### src/mm_cfg.svh
// Build-time sizes of the matrix-multiply instruction controller
// Tile edge and processor grid sizes must be powers of two
// MM_WRITERS must stay equal to MM_ROWS * MM_COLS
// Matrix length is limited to MM_MAX_LEN and sized by MM_LEN_BITS
`ifndef MM_CFG_SVH
`define MM_CFG_SVH

// Edge of one square tile handled by a processor
`define MM_TILE_N 4

// Processor grid, one A buffer per row and one B buffer per column
`define MM_ROWS 2
`define MM_COLS 2

// One output writer per processor
`define MM_WRITERS (`MM_ROWS * `MM_COLS)

// Memory address width
`define MM_ADDR_BITS 32

// Largest supported matrix length and the bits to hold it
`define MM_MAX_LEN 256
`define MM_LEN_BITS ($clog2(`MM_MAX_LEN + 1))

// Wide enough for any per-lane instruction or report count
`define MM_COUNT_BITS 13

`endif
### src/mm_pkg.sv
// Shared types of the matrix-multiply instruction controller
// Field widths follow the sizes in the config header
// Strip instructions go to A and B buffers, tile instructions to output writers

`include "mm_cfg.svh"

package mm_pkg;

  // Byte address into the shared memory
  typedef logic [`MM_ADDR_BITS-1:0] addr_t;

  // Matrix length, 0 to MM_MAX_LEN
  typedef logic [`MM_LEN_BITS-1:0] len_t;

  // Instruction and report counters
  typedef logic [`MM_COUNT_BITS-1:0] count_t;

  // Strip instruction for an input buffer
  // address is the first element of the strip
  // length is the strip length in elements
  // repeats is how many times the buffer replays the strip
  typedef struct packed {
    addr_t  address;
    len_t   length;
    count_t repeats;
  } strip_instr_t;

  // Tile instruction for an output writer
  // Only the tile base address in C is needed
  typedef struct packed {
    addr_t address;
  } tile_instr_t;

endpackage

### src/matrix_controller.sv
// Instruction controller of the tiled matrix-multiply engine
// Matrix length must be a power of two, a multiple of 8, at most 256
// No checking is done on the job inputs
// First instructions appear two cycles after the accepting edge
// done rises one cycle after the last completion report is taken
`timescale 1ns/1ps
`include "mm_cfg.svh"

module matrix_controller (
  input  logic                   clk,
  input  logic                   reset,

  // Job handshake
  input  mm_pkg::addr_t          a_base,
  input  mm_pkg::addr_t          b_base,
  input  mm_pkg::addr_t          c_base,
  input  mm_pkg::len_t           matrix_length,
  input  logic                   job_valid,
  output logic                   job_ready,
  output logic                   done,

  // A buffer lanes
  output logic [`MM_ROWS-1:0]    a_valid,
  input  logic [`MM_ROWS-1:0]    a_ready,
  output mm_pkg::strip_instr_t   a_instr [`MM_ROWS],

  // B buffer lanes
  output logic [`MM_COLS-1:0]    b_valid,
  input  logic [`MM_COLS-1:0]    b_ready,
  output mm_pkg::strip_instr_t   b_instr [`MM_COLS],

  // Output writer lanes
  output logic [`MM_WRITERS-1:0] c_valid,
  input  logic [`MM_WRITERS-1:0] c_ready,
  output mm_pkg::tile_instr_t    c_instr [`MM_WRITERS],

  // Completion reports from the writers
  input  logic [`MM_WRITERS-1:0] done_valid,
  output logic [`MM_WRITERS-1:0] done_ready
);

  // Registered job, shared by all issuers
  mm_pkg::addr_t a_base_q;
  mm_pkg::addr_t b_base_q;
  mm_pkg::addr_t c_base_q;
  mm_pkg::len_t  length_q;
  logic          start;

  job_control u_job_control (
    .clk           (clk),
    .reset         (reset),
    .a_base_in     (a_base),
    .b_base_in     (b_base),
    .c_base_in     (c_base),
    .matrix_length (matrix_length),
    .job_valid     (job_valid),
    .job_ready     (job_ready),
    .a_base        (a_base_q),
    .b_base        (b_base_q),
    .c_base        (c_base_q),
    .length        (length_q),
    .start         (start),
    .done_valid    (done_valid),
    .done_ready    (done_ready),
    .done          (done)
  );

  a_strip_issuer u_a_strip_issuer (
    .clk     (clk),
    .reset   (reset),
    .start   (start),
    .a_base  (a_base_q),
    .length  (length_q),
    .a_valid (a_valid),
    .a_ready (a_ready),
    .a_instr (a_instr)
  );

  b_strip_issuer u_b_strip_issuer (
    .clk     (clk),
    .reset   (reset),
    .start   (start),
    .b_base  (b_base_q),
    .length  (length_q),
    .b_valid (b_valid),
    .b_ready (b_ready),
    .b_instr (b_instr)
  );

  c_tile_issuer u_c_tile_issuer (
    .clk     (clk),
    .reset   (reset),
    .start   (start),
    .c_base  (c_base_q),
    .length  (length_q),
    .c_valid (c_valid),
    .c_ready (c_ready),
    .c_instr (c_instr)
  );

endmodule

### src/c_tile_issuer.sv
// Tile instructions for the output writers, one lane per writer
// Writer w gets tiles w, w+WRITERS, w+2*WRITERS and so on
// Each tile is N*N elements, laid out back to back in C
`timescale 1ns/1ps
`include "mm_cfg.svh"

module c_tile_issuer (
  input  logic                   clk,
  input  logic                   reset,
  input  logic                   start,
  input  mm_pkg::addr_t          c_base,
  input  mm_pkg::len_t           length,
  output logic [`MM_WRITERS-1:0] c_valid,
  input  logic [`MM_WRITERS-1:0] c_ready,
  output mm_pkg::tile_instr_t    c_instr [`MM_WRITERS]
);

  localparam int n_shift      = $clog2(`MM_TILE_N);
  localparam int tile_shift   = $clog2(`MM_TILE_N * `MM_TILE_N);
  localparam int writer_shift = $clog2(`MM_WRITERS);

  mm_pkg::count_t side_tiles;
  mm_pkg::count_t lane_count;

  // (L/N)^2 tiles shared evenly over the writers
  assign side_tiles = mm_pkg::count_t'(length) >> n_shift;
  assign lane_count = (side_tiles * side_tiles) >> writer_shift;

  for (genvar w = 0; w < `MM_WRITERS; w++) begin : g_lane
    mm_pkg::count_t      index;
    mm_pkg::addr_t       tile;
    mm_pkg::tile_instr_t next_instr;

    // Global tile number for instruction index of this writer
    assign tile = mm_pkg::addr_t'(index) * `MM_WRITERS + w;

    assign next_instr = '{address: c_base + (tile << tile_shift)};

    instr_slot #(
      .payload_t (mm_pkg::tile_instr_t)
    ) u_slot (
      .clk          (clk),
      .reset        (reset),
      .start        (start),
      .count        (lane_count),
      .next_payload (next_instr),
      .index        (index),
      .valid        (c_valid[w]),
      .ready        (c_ready[w]),
      .payload      (c_instr[w])
    );
  end

endmodule

### src/b_strip_issuer.sv
// Strip instructions for the B input buffers, one lane per processor column
// Column strips are handed out again for every A strip
// Lane c cycles through strips c, c+COLS, ... then wraps
// Matrix length must be a power of two and a multiple of 8
`timescale 1ns/1ps
`include "mm_cfg.svh"

module b_strip_issuer (
  input  logic                 clk,
  input  logic                 reset,
  input  logic                 start,
  input  mm_pkg::addr_t        b_base,
  input  mm_pkg::len_t         length,
  output logic [`MM_COLS-1:0]  b_valid,
  input  logic [`MM_COLS-1:0]  b_ready,
  output mm_pkg::strip_instr_t b_instr [`MM_COLS]
);

  localparam int row_shift = $clog2(`MM_TILE_N * `MM_ROWS);
  localparam int col_shift = $clog2(`MM_TILE_N * `MM_COLS);
  localparam int n_shift   = $clog2(`MM_TILE_N);

  mm_pkg::count_t a_strips;
  mm_pkg::count_t b_strips;
  mm_pkg::count_t lane_count;
  mm_pkg::count_t wrap_mask;
  mm_pkg::addr_t  stride;

  // A strips per A lane and B strips per B lane
  assign a_strips = mm_pkg::count_t'(length) >> row_shift;
  assign b_strips = mm_pkg::count_t'(length) >> col_shift;

  // Full B sweep repeated for each A strip
  assign lane_count = a_strips * b_strips;

  // b_strips is a power of two, so the wrap is a mask
  assign wrap_mask = b_strips - 1'b1;

  // One strip spans N columns of L elements
  assign stride = mm_pkg::addr_t'(length) << n_shift;

  for (genvar c = 0; c < `MM_COLS; c++) begin : g_lane
    mm_pkg::count_t       index;
    mm_pkg::addr_t        strip;
    mm_pkg::strip_instr_t next_instr;

    // Position inside the current sweep, then global strip number
    assign strip = mm_pkg::addr_t'(index & wrap_mask) * `MM_COLS + c;

    // Each B strip is streamed once per instruction
    assign next_instr = '{
      address: b_base + strip * stride,
      length:  length,
      repeats: mm_pkg::count_t'(1)
    };

    instr_slot #(
      .payload_t (mm_pkg::strip_instr_t)
    ) u_slot (
      .clk          (clk),
      .reset        (reset),
      .start        (start),
      .count        (lane_count),
      .next_payload (next_instr),
      .index        (index),
      .valid        (b_valid[c]),
      .ready        (b_ready[c]),
      .payload      (b_instr[c])
    );
  end

endmodule

### src/a_strip_issuer.sv
// Strip instructions for the A input buffers, one lane per processor row
// Lane r gets row strips r, r+ROWS, r+2*ROWS and so on
// Each strip is replayed once per column tile a B lane covers
// Matrix length must be a power of two and a multiple of 8
`timescale 1ns/1ps
`include "mm_cfg.svh"

module a_strip_issuer (
  input  logic                 clk,
  input  logic                 reset,
  input  logic                 start,
  input  mm_pkg::addr_t        a_base,
  input  mm_pkg::len_t         length,
  output logic [`MM_ROWS-1:0]  a_valid,
  input  logic [`MM_ROWS-1:0]  a_ready,
  output mm_pkg::strip_instr_t a_instr [`MM_ROWS]
);

  localparam int row_shift = $clog2(`MM_TILE_N * `MM_ROWS);
  localparam int col_shift = $clog2(`MM_TILE_N * `MM_COLS);
  localparam int n_shift   = $clog2(`MM_TILE_N);

  mm_pkg::count_t lane_count;
  mm_pkg::count_t repeats;
  mm_pkg::addr_t  stride;

  // Strips per lane, L / (N*ROWS)
  assign lane_count = mm_pkg::count_t'(length) >> row_shift;

  // Replays per strip, L / (N*COLS)
  assign repeats = mm_pkg::count_t'(length) >> col_shift;

  // One strip spans N rows of L elements
  assign stride = mm_pkg::addr_t'(length) << n_shift;

  for (genvar r = 0; r < `MM_ROWS; r++) begin : g_lane
    mm_pkg::count_t       index;
    mm_pkg::addr_t        strip;
    mm_pkg::strip_instr_t next_instr;

    // Global strip number for instruction index of this lane
    assign strip = mm_pkg::addr_t'(index) * `MM_ROWS + r;

    assign next_instr = '{address: a_base + strip * stride, length: length, repeats: repeats};

    instr_slot #(
      .payload_t (mm_pkg::strip_instr_t)
    ) u_slot (
      .clk          (clk),
      .reset        (reset),
      .start        (start),
      .count        (lane_count),
      .next_payload (next_instr),
      .index        (index),
      .valid        (a_valid[r]),
      .ready        (a_ready[r]),
      .payload      (a_instr[r])
    );
  end

endmodule

### src/job_control.sv
// Job handshake, job registers and completion tracking
// Base addresses and length are sampled on the accepting edge
// start pulses in the cycle after acceptance
// Each writer owes (L/N)^2 / MM_WRITERS completion reports per job
`timescale 1ns/1ps
`include "mm_cfg.svh"

module job_control (
  input  logic                    clk,
  input  logic                    reset,
  input  mm_pkg::addr_t           a_base_in,
  input  mm_pkg::addr_t           b_base_in,
  input  mm_pkg::addr_t           c_base_in,
  input  mm_pkg::len_t            matrix_length,
  input  logic                    job_valid,
  output logic                    job_ready,
  output mm_pkg::addr_t           a_base,
  output mm_pkg::addr_t           b_base,
  output mm_pkg::addr_t           c_base,
  output mm_pkg::len_t            length,
  output logic                    start,
  input  logic [`MM_WRITERS-1:0]  done_valid,
  output logic [`MM_WRITERS-1:0]  done_ready,
  output logic                    done
);

  localparam int tile_shift   = $clog2(`MM_TILE_N);
  localparam int writer_shift = $clog2(`MM_WRITERS);

  logic           busy;
  logic           accept;
  logic           all_reported;
  mm_pkg::count_t side_tiles;
  mm_pkg::count_t owed_load;
  mm_pkg::count_t owed [`MM_WRITERS];

  assign job_ready = !busy;
  assign accept    = job_valid && job_ready;

  // Tiles along one edge, then the share of all tiles per writer
  assign side_tiles = mm_pkg::count_t'(matrix_length) >> tile_shift;
  assign owed_load  = (side_tiles * side_tiles) >> writer_shift;

  // Busy flag, done level and start pulse
  always_ff @(posedge clk) begin
    if (reset) begin
      busy  <= 1'b0;
      done  <= 1'b0;
      start <= 1'b0;
    end else begin
      start <= accept;
      if (accept) begin
        busy <= 1'b1;
        done <= 1'b0;
      end else if (busy && all_reported) begin
        busy <= 1'b0;
        done <= 1'b1;
      end
    end
  end

  // Job registers, held for the whole job
  always_ff @(posedge clk) begin
    if (accept) begin
      a_base <= a_base_in;
      b_base <= b_base_in;
      c_base <= c_base_in;
      length <= matrix_length;
    end
  end

  // Per-writer owed reports
  // Loaded on acceptance so nothing looks finished in the start cycle
  always_ff @(posedge clk) begin
    for (int w = 0; w < `MM_WRITERS; w++) begin
      if (reset) begin
        owed[w] <= '0;
      end else if (accept) begin
        owed[w] <= owed_load;
      end else if (done_valid[w] && done_ready[w]) begin
        owed[w] <= owed[w] - 1'b1;
      end
    end
  end

  // A writer is only ready for reports it still owes
  always_comb begin
    for (int w = 0; w < `MM_WRITERS; w++) begin
      done_ready[w] = busy && (owed[w] != '0);
    end
  end

  always_comb begin
    all_reported = 1'b1;
    for (int w = 0; w < `MM_WRITERS; w++) begin
      if (owed[w] != '0) begin
        all_reported = 1'b0;
      end
    end
  end

endmodule

### src/instr_slot.sv
// One valid/ready instruction lane with its own countdown
// Issuer computes next_payload combinationally from index
// start must only arrive while the lane is idle
// Payload for index k is registered on start or on the transfer of k-1
`timescale 1ns/1ps

module instr_slot #(
  parameter type payload_t = logic [31:0]
) (
  input  logic           clk,
  input  logic           reset,
  input  logic           start,
  input  mm_pkg::count_t count,
  input  payload_t       next_payload,
  output mm_pkg::count_t index,
  output logic           valid,
  input  logic           ready,
  output payload_t       payload
);

  // Instructions still to hand over, including the one on payload
  mm_pkg::count_t remaining;

  // Index of the instruction that follows the one on payload
  mm_pkg::count_t next_index;

  logic transfer;

  assign transfer = valid && ready;

  // Lane stays valid until the countdown runs out
  assign valid = (remaining != '0);

  // During start the issuer must build instruction 0
  assign index = start ? '0 : next_index;

  always_ff @(posedge clk) begin
    if (reset) begin
      remaining  <= '0;
      next_index <= '0;
    end else if (start) begin
      remaining  <= count;
      next_index <= mm_pkg::count_t'(1);
    end else if (transfer) begin
      remaining  <= remaining - 1'b1;
      next_index <= next_index + 1'b1;
    end
  end

  // Payload only moves on start or transfer, so it holds under back-pressure
  // After the last transfer it picks up an unused value while valid is low
  always_ff @(posedge clk) begin
    if (start || transfer) begin
      payload <= next_payload;
    end
  end

endmodule

### config.mk
export PLATFORM = sky130hd
export DESIGN_NAME = matrix_controller
export DESIGN_NICKNAME = d
export VERILOG_FILES = /design/src/mm_pkg.sv /design/src/matrix_controller.sv /design/src/c_tile_issuer.sv /design/src/b_strip_issuer.sv /design/src/a_strip_issuer.sv /design/src/job_control.sv /design/src/instr_slot.sv
export VERILOG_INCLUDE_DIRS = /design/src
export SDC_FILE = /design/constraint.sdc
export NUM_CORES = 2
export LEC_CHECK = 0
export BUFFER_PORTS_ARGS = -buffer_cell sky130_fd_sc_hd__buf_4
export CAP_MARGIN = 30
export CORE_ASPECT_RATIO = 2
export CORE_MARGIN = 10
export CORE_UTILIZATION = 50
export CTS_BUF_LIST = sky130_fd_sc_hd__clkbuf_4
export DETAILED_ROUTE_END_ITERATION = 16
export PLACE_DENSITY_LB_ADDON = 0.1
export SYNTH_ARGS = -nofsm -noshare
export SYNTH_HDL_FRONTEND = slang
export SYNTH_SLANG_ARGS = --single-unit
export TNS_END_PERCENT = 30
### constraint.sdc
create_clock -name clk -period 22.3 [get_ports clk]
set_clock_uncertainty 0.1 [all_clocks]
set_input_delay 1.115 -clock clk [delete_from_list [all_inputs] [get_ports clk]]
set_output_delay 1.115 -clock clk [all_outputs]
set_load 0.1 [all_outputs]
# [After elaboration in Yosys (flattened, before gate mapping)]
# Memories as Yosys holds them, arrays and structs flattened.
# Cells that the tools add are included.
[totals] register_bits=620 ram_bits=52 output_inout_bits=358 wordCells=228 n_memories=1
[op_classes] n_addsub=34 multipliers=7 mux=75 bitwise=10 n_reduce_logical=50
[memory_table] memory="u_job_control.owed" depth=4 word_bits=13 rd=4 rd_ports_with_merged_regs=0 write_ports=4 line="job_control.sv:35" rtl="mm_pkg::count_t owed [`MM_WRITERS];"
[op_table] cell="$mux W13" n=20
[op_table] cell="$add A32 B32 Y32" n=5
[op_table] cell="$reduce_bool A13 Y1" n=12
[op_table] cell="$sub A13 B1 Y13 const B" n=12
[op_table] cell="$add A13 B1 Y13 const B" n=8
[op_table] cell="$mux W11" n=8
[op_table] cell="$mux W1" n=43
[op_table] cell="$add A15 B2 Y16 const B" n=2
[op_table] cell="$add A32 B1 Y32 const B" n=1
[op_table] cell="$add A32 B19 Y32" n=1
[op_table] cell="$add A32 B20 Y32" n=1
[op_table] cell="$add A32 B26 Y32" n=1
[op_table] cell="$mul A32 B9 Y30" n=1
[op_table] cell="$mul A31 B9 Y29" n=1
[op_table] cell="$and A13 B13 Y13" n=2
[op_table] cell="$mul A7 B7 Y13" n=2
[op_table] cell="$mul A15 B9 Y24" n=1
[op_table] cell="$mux W6" n=4
[op_table] cell="$mul A13 B9 Y22" n=1
[op_table] cell="$logic_and A1 B1 Y1" n=18
[op_table] cell="$reduce_bool A2 Y1" n=9
[op_table] cell="$add A15 B1 Y16 const B" n=1
[op_table] cell="$add A14 B1 Y15 const B" n=1
[op_table] cell="$mul A6 B6 Y12" n=1
[op_table] cell="other kinds (5)" n=20

# [Logic depth before layout (Yosys ltp)]
# An unclocked memory read counts as a cell.
[logic_depth] word_depth=9 ltp_mapped=35

# [Hierarchy]
# A second synthesis with hierarchy kept.
[hier_totals] cells_unflattened=5577 hier_area_um2=55446.9
[by_module_without_submodules] mod="instr_slot at u_a_strip_issuer.g_lane[0].u_slot ..." n_inst=4 cells_each=238 area_each_um2=3139.3 seq_area_each_um2=2142.1
[by_module_without_submodules] mod="b_strip_issuer" n_inst=1 cells_each=1344 area_each_um2=10885.4 seq_area_each_um2=0.0
[by_module_without_submodules] mod="a_strip_issuer" n_inst=1 cells_each=1254 area_each_um2=10102.2 seq_area_each_um2=0.0
[by_module_without_submodules] mod="instr_slot at u_c_tile_issuer.g_lane[0].u_slot ..." n_inst=4 cells_each=216 area_each_um2=2478.6 seq_area_each_um2=1481.4
[by_module_without_submodules] mod="job_control" n_inst=1 cells_each=519 area_each_um2=7299.5 seq_area_each_um2=4774.6
[by_module_without_submodules] mod="c_tile_issuer" n_inst=1 cells_each=644 area_each_um2=4688.2 seq_area_each_um2=0.0

# [Worst setup path after synthesis]
# Ideal clock, no wire load.
[synth_path] path_kind="register -> register" start="register u_job_control.length[3]" end="register u_b_strip_issuer.g_lane[0].u_slot.payload[51] (netlist name), data pin" setup_ns=0.260 t_arrival_ns=8.128 required_ns=21.940 slack_ns=13.812 stages_incl_launch_ff=34 period_less_slack_ns=8.488 cell_sequence="edfxtp_1 -> clkbuf_1 -> inv_1 -> clkbuf_1 -> ha_1 -> nand2_1 -> nor4_1 -> clkbuf_1 -> nand3_1 -> fa_1 -> inv_1 -> fa_1 -> inv_1 -> fa_1 -> fa_1 -> inv_1 -> ha_1 -> a21oi_1 -> o21a_1 -> nor3_1 -> a41o_1 -> o41ai_1 -> o21bai_1 -> a21oi_1 -> xnor2_1 -> ha_1 -> and3_1 -> a221oi_1 -> o21bai_1 -> a41oi_1 -> o221ai_1 -> a21oi_1 -> nor2_1 -> xor2_1"
[synth_lines] item="from (decl)" line="job_control.sv:20" rtl="output mm_pkg::len_t length,"
[synth_lines] item="from (signal assigned)" line="job_control.sv:68" rtl="length <= matrix_length;"
[synth_lines] item="to (signal assigned)" line="instr_slot.sv:54" rtl="payload <= next_payload;"
[synth_lines] item="to (decl)" line="instr_slot.sv:18" rtl="output payload_t payload"

==> key figures <==
Power
  – Pwr Density: slightly below 100 nW/um^2
  – Leak pwr: around 0.027 uW
  – Final Total Pwr: 5730 uW
  – Max VDD drop: 0.154 mV

Worst setup path
  – RR Endpoint: u_b_strip_issuer.g_lane[0].u_slot.payload[51]
  – Biggest cell delay along the critical path: around 0.70 ns
  – Buf/Inv on CP: 5
  – CP Max Fanout: 35
  – Worst path slowest cell: o41ai_1
  – Reg2reg start: u_job_control.length[4]
  – Crit Path Category: flop to flop
  – Worst Reg-to-Reg Cells: 33
  – Critical Path RT: 23.08 ns
  – Startpoint types: flop
  – CP Capture Type: flop
  – Crit-path leading delay family: compound AO/OA/AOI/OAI gates
  – CP arrival: between 10 and 15 ns
  – Setup slack, reg-to-reg: 13.00 ns

Synth
  – Top FF cell, synth: edfxtp_1
  – Synth Area in Compound Gates: 9.87%
  – Yosys reg bits: between 600 and 700
  – Async SR Flop Fraction: 0%
  – Synth Cell Area: a little over 50,000 sq um
  – Distinct cells, synth: 85
  – Synth top area share: between 20% and 30%
  – Simple-Gate Fraction of Synth Area: about 16%
  – Seq/Total Area, Yosys: between 30% and 40%
  – Cells after synthesis: about 5,000
  – Synthesized area per cell: about 9.9 sq um
  – XOR/XNOR share of the synthesized area: between 7 and 8%
  – Synth Area in Adders: approximately 25%
  – Mux share of post-synthesis cell area: less than 1%
  – EDFF count, synth: between 400 and 500
  – Synth area leaders: edfxtp_1 (27%), fa_1 (15%), ha_1 (10%), dfxtp_1 (8.4%), xnor2_1 (5.0%)
  – Main combinational cell family by area after synthesis: adder cells
  – Yosys Warn Count: 0
  – Leading area contributor after synthesis: edfxtp_1

Placement
  – RePlAce Congestion: roughly 0.94
  – Port buffer count: ~440
  – Post-DP HPWL: between 100,000 and 150,000 um

Floorplanning
  – Die width: roughly 240 um
  – Full die area: about 110,000 sq um
  – IO Pins: around 480
  – Row cnt: about 160
  – Die Span Y: approximately 470 um
  – Core box area: 100,000 sq um
  – Initial cell density of the core: 50.4%

Global route
  – Vias in the first global route: 41,200
  – First-pass GRT wire length: about 220,000 um
  – Initial antenna violation count: 3
  – Grt total ovfl: 0
  – GRT Overall Usage: around a quarter
  – Largest net degree at the start of global routing: 89

STA
  – Final setup viols: 0
  – RSZ-0062 raised after global routing: no
  – Final hold viol count: 0
  – Worst Tran Pin Value: slightly below 1 ns
  – Fin Hold WS: roughly 0.13 ns
  – Fmax: roughly 0.11 GHz
  – Period utilization: about two fifths
  – Slew headroom: between 30 and 40%
  – Min Clock Period, post-route: slightly above 9 ns
  – Max-slew violations: 0
  – TNS Setup: 0 ns

Routing
  – Wire length per cell: ~20 um
  – Detailed-route wire length: ~140,000 um
  – Routed vias: between 30,000 and 40,000
  – Post-DRT Antenna Nets: 0
  – First-pass DRT Iterations: 5
  – Initial DRC Count: around 1,600
  – # DRC: 0
  – Vias per cell: about 5.4

Clocking
  – Worst-skew pair later-pin latency: between 1 and 1.5 ns
  – Post-CTS Setup Repair Bufs: 0
  – CTS tree: yes
  – Post-CTS sizing: 0
  – CTS Root Cell: clkbuf_4
  – CTS H-tree lvls: 4
  – CTS Buf Count: ~160
  – Clk sink count: 660
  – Clock buffer depth: 3
  – Worst-path clk slew: roughly 0.07 ns

Cells and area
  – Layout cells sized above 1: between 10% and 20%
  – Final core occ: between 50% and 60%
  – Most common cell after layout, fill and taps aside: inv_1
  – Area taken by flip-flops and latches: 17,700 sq um
  – Most frequent cells in the layout: inv_1 (545), buf_4 (478), edfxtp_1 (449)
  – Area Growth Syn to Fin: 15.4%
  – Fin nets: ~6,600
  – Area of the multi-input gates: between 20,000 and 30,000 sq um
  – Number of fill cells: 8,959

Run status
  – Outcome: finished, final reports clean

Run
  – Max-Cap Viols: 0

Hold path
  – Worst hold path class: input pin to flop
  – Hold endpoint: u_job_control.a_base[10]
  – WHS Path Cells: 1
  – Hold_sp: a_base[10]
[flip-flops by register name, summed over array words and instances (netlist names), 32 cells and up]
| register | flops |
|---|---|
| u_a_strip_issuer.g_lane.u_slot.payload | 82 |
| u_c_tile_issuer.g_lane.u_slot.payload | 128 |
| u_c_tile_issuer.g_lane.u_slot.remaining | 52 |
| u_c_tile_issuer.g_lane.u_slot.next_index | 52 |
| u_job_control.c_base | 32 |
| u_job_control.owed | 52 |
| u_b_strip_issuer.g_lane.u_slot.payload | 82 |
| u_job_control.a_base | 32 |
| u_job_control.b_base | 32 |
[what timing repair did]
| action | 4_1_cts | 5_1_grt |
|---|---|---|
| setup endpoints to repair | 0 | 0 |
| endpoints found under the hold margin | 104 | 0 |
| hold buffers | 104 | 0 |
[worst max-delay path by stage]
| stage | from | end | cells past startpoint |
|---|---|---|---|
| after CTS | u_job_control.length[4] | u_b_strip_issuer.g_lane[0].u_slot.payload[53] | 33 |
| after global routing | u_job_control.length[4] | u_b_strip_issuer.g_lane[0].u_slot.payload[53] | 34 |
| final | u_job_control.length[4] | u_b_strip_issuer.g_lane[0].u_slot.payload[51] | 33 |
| after global placement | u_job_control.length[4] | u_b_strip_issuer.g_lane[0].u_slot.payload[51] | 34 |
| after floorplan | u_job_control.length[3] | u_b_strip_issuer.g_lane[0].u_slot.payload[51] | 33 |
| after detailed placement | u_job_control.length[4] | u_b_strip_issuer.g_lane[0].u_slot.payload[53] | 33 |
[area by class of cell]
cell class              count  area share (%)
multi-input cells        3755            51.4
clock inverters            82            1.21
flip-flops and latches    660            30.4
clock buffers             203            2.62
diodes                      7          0.0301
inverters                 547            3.53
well taps                1328            2.85
repair buffers            583            8.00
[metrics by stage]
stage          instances  setup WS [ns]  area, sq um
2_1_floorplan       5204          13.81        50800
3_3_place_gp        6768          13.14        54900
3_5_place_dp        6768          12.99        54900
4_1_cts             7157          12.97        58200
5_1_grt             7164          12.37        58200
6_report            7165          13.00        58200
[Yosys cell counts (50+ instances only)]
cell type	count
xnor2_1	291
nor2_1	360
o21ai_0	164
inv_1	545
fa_1	368
xor2_1	169
and2_1	149
a21oi_1	265
nand2_1	430
nand3_1	152
edfxtp_1	449
o21a_1	50
dfxtp_1	211
nor2b_1	105
ha_1	409
buf_4	60
clkbuf_1	163
nor3_1	102
and3_1	83
a21o_1	96
[cells by family (layout without fill, tap and decap cells)]
family | Yosys count | in the layout
AO/OA/AOI/OAI | 801 | 801
XOR/XNOR | 460 | 460
adder cells (fa/ha/maj) | 777 | 777
buffers and inverters | 789 | 1415
flip-flops | 660 | 660
multiplexers | 9 | 9
other | 2 | 107
AND/OR/NAND/NOR | 1608 | 1608
[power by group]
group	internal (uW)	switching (uW)
sequential	1620	146
combinational	760	2080
clock	586	545
total	2970	2770
[metal layers]
layer	wire (um)	part of all wire (%)	up-vias	GRT usage, %
met5	13	0.0092	-	0
met4	6960	4.9	2	12.0
met3	6460	4.6	363	4.68
met2	78200	56	1070	47.8
met1	49000	35	18800	24.0
li1	-	-	18400	-
(Power assumes the default switching activity.)
